### src/rtl/axi_bus_pkg.sv
// ################################################
// AXI4 write bus field types
// Address, length, data and response widths plus
// the response codes used on the write channels
// ################################################

package axi_bus_pkg;

    // Byte address on AW
    typedef logic [31:0] addr_t;

    // AWLEN field, beats minus one
    typedef logic [7:0] len_t;

    // One beat on W
    typedef logic [31:0] data_t;

    // BRESP code
    typedef logic [1:0] resp_t;

    // Response codes
    localparam resp_t resp_okay   = 2'b00;
    localparam resp_t resp_slverr = 2'b10;

endpackage

### src/rtl/partition_pkg.sv
// ################################################
// Burst partitioner internal types
// Controller states and beat counters
// ################################################

package partition_pkg;

    // Controller FSM, one path per piece kind
    typedef enum logic [3:0] {
        idle,
        take_request,
        split_addr,
        split_data,
        split_resp,
        last_addr,
        last_data,
        last_resp,
        one_addr,
        one_data,
        one_resp,
        up_resp
    } part_state_t;

    // Holds 0 to 256 beats
    typedef logic [8:0] beat_cnt_t;

endpackage

### src/rtl/wr_beat_splitter.sv
// ################################################
// W channel beat splitter
// Passes write beats while enabled and marks the
// final beat of every downstream piece
// ################################################

`timescale 1ns/1ps

module wr_beat_splitter
    import axi_bus_pkg::*;
    import partition_pkg::*;
#(
    parameter int PART_LEN = 16
) (
    input  logic  clock,
    input  logic  rst_n,
    input  logic  data_enable,
    // Upstream W
    input  logic  up_wvalid,
    output logic  up_wready,
    input  data_t up_wdata,
    input  logic  up_wlast,
    // Downstream W
    output logic  dn_wvalid,
    input  logic  dn_wready,
    output data_t dn_wdata,
    output logic  dn_wlast,
    // To controller
    output logic  piece_done
);

    localparam beat_cnt_t LAST_IDX = beat_cnt_t'(PART_LEN - 1);

    beat_cnt_t beat_cnt_q;
    logic      beat_xfer;

    // Handshake only opens during a data phase
    assign dn_wvalid = data_enable & up_wvalid;
    assign up_wready = data_enable & dn_wready;
    assign dn_wdata  = up_wdata;

    // Piece ends on a full count or the end of the upstream burst
    assign dn_wlast = (beat_cnt_q == LAST_IDX) | up_wlast;

    assign beat_xfer  = dn_wvalid & dn_wready;
    assign piece_done = beat_xfer & dn_wlast;

    // Beat index within the current piece
    always_ff @(posedge clock or negedge rst_n) begin
        if (!rst_n) begin
            beat_cnt_q <= '0;
        end else if (beat_xfer) begin
            if (dn_wlast) begin
                beat_cnt_q <= '0;
            end else begin
                beat_cnt_q <= beat_cnt_q + beat_cnt_t'(1);
            end
        end
    end

endmodule

### src/rtl/wr_partition_ctrl.sv
// ################################################
// Write burst partition controller
// Splits one upstream AW request into downstream
// pieces and merges their B responses into one
// ################################################

`timescale 1ns/1ps

module wr_partition_ctrl
    import axi_bus_pkg::*;
    import partition_pkg::*;
#(
    parameter int PART_LEN   = 16,
    parameter int BEAT_BYTES = 4
) (
    input  logic  clock,
    input  logic  rst_n,
    // Upstream AW and B
    input  logic  up_awvalid,
    output logic  up_awready,
    input  addr_t up_awaddr,
    input  len_t  up_awlen,
    output logic  up_bvalid,
    input  logic  up_bready,
    output resp_t up_bresp,
    // Downstream AW and B
    output logic  dn_awvalid,
    input  logic  dn_awready,
    output addr_t dn_awaddr,
    output len_t  dn_awlen,
    input  logic  dn_bvalid,
    output logic  dn_bready,
    input  resp_t dn_bresp,
    // Splitter handshake
    input  logic  piece_done,
    output logic  data_enable
);

    localparam beat_cnt_t PART_BEATS = beat_cnt_t'(PART_LEN);
    localparam len_t      PART_AWLEN = len_t'(PART_LEN - 1);
    localparam addr_t     ADDR_STEP  = addr_t'(PART_LEN * BEAT_BYTES);

    part_state_t state_q;
    part_state_t state_d;

    beat_cnt_t remain_q;
    addr_t     addr_q;
    logic      resp_err_q;

    logic up_aw_xfer;
    logic dn_aw_xfer;
    logic dn_b_xfer;
    logic up_b_xfer;

    assign up_aw_xfer = up_awvalid & up_awready;
    assign dn_aw_xfer = dn_awvalid & dn_awready;
    assign dn_b_xfer  = dn_bvalid & dn_bready;
    assign up_b_xfer  = up_bvalid & up_bready;

    always_ff @(posedge clock or negedge rst_n) begin
        if (!rst_n) begin
            state_q <= idle;
        end else begin
            state_q <= state_d;
        end
    end

    always_comb begin
        state_d = state_q;
        case (state_q)
            idle: begin
                if (up_aw_xfer) begin
                    state_d = take_request;
                end
            end
            // Length decides between split and single piece
            take_request: begin
                if (remain_q > PART_BEATS) begin
                    state_d = split_addr;
                end else begin
                    state_d = one_addr;
                end
            end
            split_addr: begin
                if (dn_aw_xfer) begin
                    state_d = split_data;
                end
            end
            split_data: begin
                if (piece_done) begin
                    state_d = split_resp;
                end
            end
            split_resp: begin
                if (dn_b_xfer) begin
                    // Remainder fits in one more piece
                    if (remain_q <= PART_BEATS) begin
                        state_d = last_addr;
                    end else begin
                        state_d = split_addr;
                    end
                end
            end
            last_addr: begin
                if (dn_aw_xfer) begin
                    state_d = last_data;
                end
            end
            last_data: begin
                if (piece_done) begin
                    state_d = last_resp;
                end
            end
            last_resp: begin
                if (dn_b_xfer) begin
                    state_d = up_resp;
                end
            end
            one_addr: begin
                if (dn_aw_xfer) begin
                    state_d = one_data;
                end
            end
            one_data: begin
                if (piece_done) begin
                    state_d = one_resp;
                end
            end
            one_resp: begin
                if (dn_b_xfer) begin
                    state_d = up_resp;
                end
            end
            up_resp: begin
                if (up_b_xfer) begin
                    state_d = idle;
                end
            end
            default: state_d = idle;
        endcase
    end

    // Handshake outputs follow the next state
    always_ff @(posedge clock or negedge rst_n) begin
        if (!rst_n) begin
            up_awready  <= 1'b0;
            up_bvalid   <= 1'b0;
            dn_awvalid  <= 1'b0;
            dn_bready   <= 1'b0;
            data_enable <= 1'b0;
        end else begin
            up_awready  <= (state_d == idle);
            up_bvalid   <= (state_d == up_resp);
            dn_awvalid  <= state_d inside {split_addr, last_addr, one_addr};
            dn_bready   <= state_d inside {split_resp, last_resp, one_resp};
            data_enable <= state_d inside {split_data, last_data, one_data};
        end
    end

    // Beats still to be issued downstream
    always_ff @(posedge clock or negedge rst_n) begin
        if (!rst_n) begin
            remain_q <= '0;
        end else if (up_aw_xfer) begin
            remain_q <= beat_cnt_t'({1'b0, up_awlen}) + beat_cnt_t'(1);
        end else if (dn_aw_xfer) begin
            if (remain_q >= PART_BEATS) begin
                remain_q <= remain_q - PART_BEATS;
            end else begin
                remain_q <= '0;
            end
        end
    end

    // Start address of the next piece
    always_ff @(posedge clock) begin
        if (up_aw_xfer) begin
            addr_q <= up_awaddr;
        end else if (dn_aw_xfer) begin
            addr_q <= addr_q + ADDR_STEP;
        end
    end

    // Sticky error over all pieces of the burst
    always_ff @(posedge clock or negedge rst_n) begin
        if (!rst_n) begin
            resp_err_q <= 1'b0;
        end else if (up_aw_xfer) begin
            resp_err_q <= 1'b0;
        end else if (dn_b_xfer && (dn_bresp != resp_okay)) begin
            resp_err_q <= 1'b1;
        end
    end

    // remain_q only moves on an AW transfer, so these hold while awvalid is high
    assign dn_awaddr = addr_q;
    assign dn_awlen  = (remain_q >= PART_BEATS) ? PART_AWLEN
                                                : len_t'(remain_q - beat_cnt_t'(1));

    assign up_bresp = resp_err_q ? resp_slverr : resp_okay;

endmodule

### src/rtl/axi_wr_partition_top.sv
// ################################################
// AXI4 write burst partitioner
// Cuts one upstream write burst into downstream
// bursts of at most PART_LEN beats and returns a
// single merged response
// ################################################

`timescale 1ns/1ps

module axi_wr_partition_top
    import axi_bus_pkg::*;
#(
    parameter int PART_LEN   = 16,
    parameter int BEAT_BYTES = 4
) (
    input  logic  clock,
    input  logic  rst_n,
    // Upstream slave side
    input  logic  up_awvalid,
    output logic  up_awready,
    input  addr_t up_awaddr,
    input  len_t  up_awlen,
    input  logic  up_wvalid,
    output logic  up_wready,
    input  data_t up_wdata,
    input  logic  up_wlast,
    output logic  up_bvalid,
    input  logic  up_bready,
    output resp_t up_bresp,
    // Downstream master side
    output logic  dn_awvalid,
    input  logic  dn_awready,
    output addr_t dn_awaddr,
    output len_t  dn_awlen,
    output logic  dn_wvalid,
    input  logic  dn_wready,
    output data_t dn_wdata,
    output logic  dn_wlast,
    input  logic  dn_bvalid,
    output logic  dn_bready,
    input  resp_t dn_bresp
);

    logic data_enable;
    logic piece_done;

    wr_partition_ctrl #(
        .PART_LEN   (PART_LEN),
        .BEAT_BYTES (BEAT_BYTES)
    ) u_ctrl (
        .clock       (clock),
        .rst_n       (rst_n),
        .up_awvalid  (up_awvalid),
        .up_awready  (up_awready),
        .up_awaddr   (up_awaddr),
        .up_awlen    (up_awlen),
        .up_bvalid   (up_bvalid),
        .up_bready   (up_bready),
        .up_bresp    (up_bresp),
        .dn_awvalid  (dn_awvalid),
        .dn_awready  (dn_awready),
        .dn_awaddr   (dn_awaddr),
        .dn_awlen    (dn_awlen),
        .dn_bvalid   (dn_bvalid),
        .dn_bready   (dn_bready),
        .dn_bresp    (dn_bresp),
        .piece_done  (piece_done),
        .data_enable (data_enable)
    );

    wr_beat_splitter #(
        .PART_LEN (PART_LEN)
    ) u_splitter (
        .clock       (clock),
        .rst_n       (rst_n),
        .data_enable (data_enable),
        .up_wvalid   (up_wvalid),
        .up_wready   (up_wready),
        .up_wdata    (up_wdata),
        .up_wlast    (up_wlast),
        .dn_wvalid   (dn_wvalid),
        .dn_wready   (dn_wready),
        .dn_wdata    (dn_wdata),
        .dn_wlast    (dn_wlast),
        .piece_done  (piece_done)
    );

endmodule

### config.mk
export PLATFORM = sky130hd
export DESIGN_NAME = axi_wr_partition_top
export DESIGN_NICKNAME = d
export VERILOG_FILES = /design/src/rtl/axi_bus_pkg.sv /design/src/rtl/partition_pkg.sv /design/src/rtl/wr_beat_splitter.sv /design/src/rtl/wr_partition_ctrl.sv /design/src/rtl/axi_wr_partition_top.sv
export SDC_FILE = /design/constraint.sdc
export NUM_CORES = 1
export LEC_CHECK = 0
export BUFFER_PORTS_ARGS = -buffer_cell sky130_fd_sc_hd__buf_2
export CELL_PAD_IN_SITES_DETAIL_PLACEMENT = 1
export CELL_PAD_IN_SITES_GLOBAL_PLACEMENT = 2
export CORE_MARGIN = 10
export CORE_UTILIZATION = 30
export CTS_BUF_LIST = sky130_fd_sc_hd__clkbuf_4
export DETAILED_ROUTE_END_ITERATION = 12
export GPL_ROUTABILITY_DRIVEN = 0
export GPL_TIMING_DRIVEN = 1
export PLACE_DENSITY_LB_ADDON = 0.1
export SYNTH_ARGS = -nofsm -noshare
export SYNTH_HDL_FRONTEND = slang
export SYNTH_SLANG_ARGS = --single-unit
### constraint.sdc
create_clock -name clock -period 4.2 [get_ports clock]
set_clock_uncertainty 0.2 [all_clocks]
set_input_delay 0.84 -clock clock [delete_from_list [all_inputs] [get_ports clock]]
set_output_delay 0.84 -clock clock [all_outputs]
set_load 0.02 [all_outputs]
==> flow_summary.toml <==
[final_layout]
multi_input_area_mm2 = 0.00185
seq_area_mm2 = 0.00166
fillCellCount = 1511
final_nets = 574
final_common_cell = "buf_2"
antenna_cells = 0
layout_common_cells = "98 x buf_2, 59 x nand2_1, 37 x o21ai_0, 32 x edfxtp_1"
area_delta_synth_final_pct = 14.3
drive_above_1_share_pct = 26.6

[routing]
first_iter_violations = 108
vias = 3165
drtPass1Iterations = 4
drc_errors = 0
routed_via_density = 4.79
wirelength_mm = 10.9
drtAntennaViolNets = 0
avgRoutedWirePerCell_um = 16.5

[global_routing]
grt_pass1_wl_mm = 17.7
grt_usage_pct = 12.2
grt_pass1_vias = 3367
grt_max_degree = 49
antenna_found_initial = 0
grt-ovfl-total = 0

[timing]
hold_violations = 0
worst_pin_slew_ns = 0.743
rsz0062_at_grt = "no"
fin_crit_sh_pct = 76.5
fmax_mhz = 311
relSlewSlack_pct = 50.0
finalSetupViolCount = 0
period_minus_slack_ns = 3.21
tns_ns = 0
slew_violations = 0

[cts]
post_cts_buffers = 0
cts_tree = "built"
cts.clk_slew.worst_paths_ns = 0.12
max-clock-path-buffers = 2
hold_buffers = 0
clkLatencyLatePin_ns = 0.42
cts_buffers = 9
cts.htree.levels = 3
cts_sinks = 60
cts-root-buf = "clkbuf_4"
cts_resized = 0

[power_and_ir_drop]
power.density_mw_per_mm2 = 566
power_leakage_nw = 1.81
power_mw = 2.50
ir_drop_uv = 231

[floorplan]
start_util_pct = 30.7
die_h_um = 134
num_rows = 41
ios = 164
core-area_mm2 = 0.0126
fp.dieW_um = 134
dieArea_mm2 = 0.0178

[run_status]
outcome = "finished, final reports clean"

[setup_path]
required_ns = 3.16
critPathMaxFanout = 9
cpPeakStageDelay_ns = 0.52
crit_buf_inv = 2
critical-path-top-delay-family = "simple AND/OR/NAND/NOR gates"
critical_path_class = "reg -> out"
cp-start-kind = "register"
crit_path_end_kind = "output pin"
worst_path_max_delay_cell = "nor2_1"
path_cells = "inv_1 -> ha_1 -> and4bb_2 -> nor2_1 -> nand2_1 -> buf_2"
cp.arrival_ns = 2.17

[yosys]
synth_ff_type = "edfxtp_1"
syn_avg_cell_area_um2 = 9.19
syn_area_mm2 = 0.00387
ys_warn_count = 0
synth_top_area_share_pct = 24.8
ys_top_cells_by_area = "edfxtp_1 25%, dfrtp_1 18%, buf_4 6.6%"
synth_cell_types = 55
synth-edff-count = 32
synth-seq-cells = 60
synth_area_leader_cell = "edfxtp_1"
syn_inst = 421
syn_nets = 511
seq_area_frac_synth_pct = 42.9
synthArstFlopShare_pct = 46.7

[job]
drv_cap = 0

[place]
io_buffers = 98
dpl.hpwl_mm = 8.41

[worst_hold_path]
hold_path.class = "in -> async"
[synthesized netlist by cell type (5+ instances only)]
cell type	count
xor2_1	22
and3_1	11
nand2_1	59
and2_1	5
dfrtp_1	28
clkbuf_1	10
nand3_1	25
a21oi_1	11
buf_4	34
nor2_1	28
nor3_1	9
ha_1	7
inv_1	11
xnor2_1	18
nand4_1	7
o21ai_0	37
nor2b_1	5
edfxtp_1	32
[power by group]
| group | total, mW | switching (mW) | internal (mW) |
|---|---|---|---|
| sequential | 1.06 | 0.224 | 0.836 |
| clock | 0.415 | 0.237 | 0.178 |
| combinational | 1.03 | 0.621 | 0.407 |
[final timing paths]
kind | slack [ns] | cells past startpoint | start | endpoint
worst max register to register | 1.64 | 8 | u_ctrl.remain_q[0] | u_ctrl.dn_awvalid
worst min register to register | 0.32 | 2 | u_ctrl.resp_err_q | u_ctrl.resp_err_q
worst min-delay path | 0.24 | 1 | rst_n | u_splitter.beat_cnt_q[3]
worst max-delay path | 0.99 | 6 | u_ctrl.remain_q[0] | dn_awlen[1]
max in group asynchronous | 3.12 | 1 | rst_n | u_splitter.beat_cnt_q[4]
min in group clock | 0.32 | 2 | u_ctrl.resp_err_q | u_ctrl.resp_err_q
[stage by stage]
| stage | worst slack [ns] | cells | hold WS [ns] | utilization [%] | cell area, um2 |
|---|---|---|---|---|---|
| finish | 0.985 | 661 | 0.243 | 35.0 | 4420 |
| global route | 0.791 | 661 | 0.242 | 35.0 | 4420 |
| CTS | 0.918 | 661 | 0.236 | 35.0 | 4420 |
| detailed placement | 1.37 | 645 | 0.307 | 34.0 | 4290 |
| global placement | 1.45 | 645 | 0.302 | 34.0 | 4290 |
| floorplan | 1.58 | 421 | 0.275 | - | 3870 |
[layout make-up]
cell class,instances,share of cell area [%]
Multi-Input combinational cell,300,41.7
Clock buffer,9,1.53
Sequential cell,60,37.6
Inverter,13,1.10
Clock inverter,7,1.50
Timing Repair Buffer,100,11.7
Tap cell,172,4.87
[cell families (layout without fill, tap and decap cells)]
family	count (synthesis)	count (layout)	share of synthesized area [%]
mux	3	3	0.776
flops	60	60	42.9
fa+ha+maj	7	7	2.26
compound gates	76	76	12.4
buf+inv	61	129	9.35
simple gates	173	173	23.1
xor+xnor	40	40	9.06
other cells	1	1	0.0969
[sequential cells by signal, indices dropped and copies added, names as in the netlist]
register	count
u_ctrl.dn_awaddr	32
u_ctrl.remain_q	9
u_splitter.beat_cnt_q	9
u_ctrl.state_q	4
u_ctrl.data_enable	1
u_ctrl.dn_awvalid	1
u_ctrl.dn_bready	1
u_ctrl.resp_err_q	1
u_ctrl.up_awready	1
u_ctrl.up_bvalid	1
[routing by layer]
metal	global-route usage, %	part of all wire, %	up-vias
met1	14.8	45	1505
li1	-	-	1575
met2	20.1	49	75
met4	3.20	0.64	0
met3	4.06	5.6	10
met5	0	0	-
[worst reg2reg max path, stage by stage (launching register included)]
cell and delay (ns):
dfrtp_1 0.41, inv_1 0.08, ha_1 0.20, and4bb_2 0.24
o21ai_1 0.34, nor4_1 0.11, nor3_1 0.40, and2_1 0.32
mux2i_1 0.20
No activity file was read; power rests on OpenSTA's default activity.
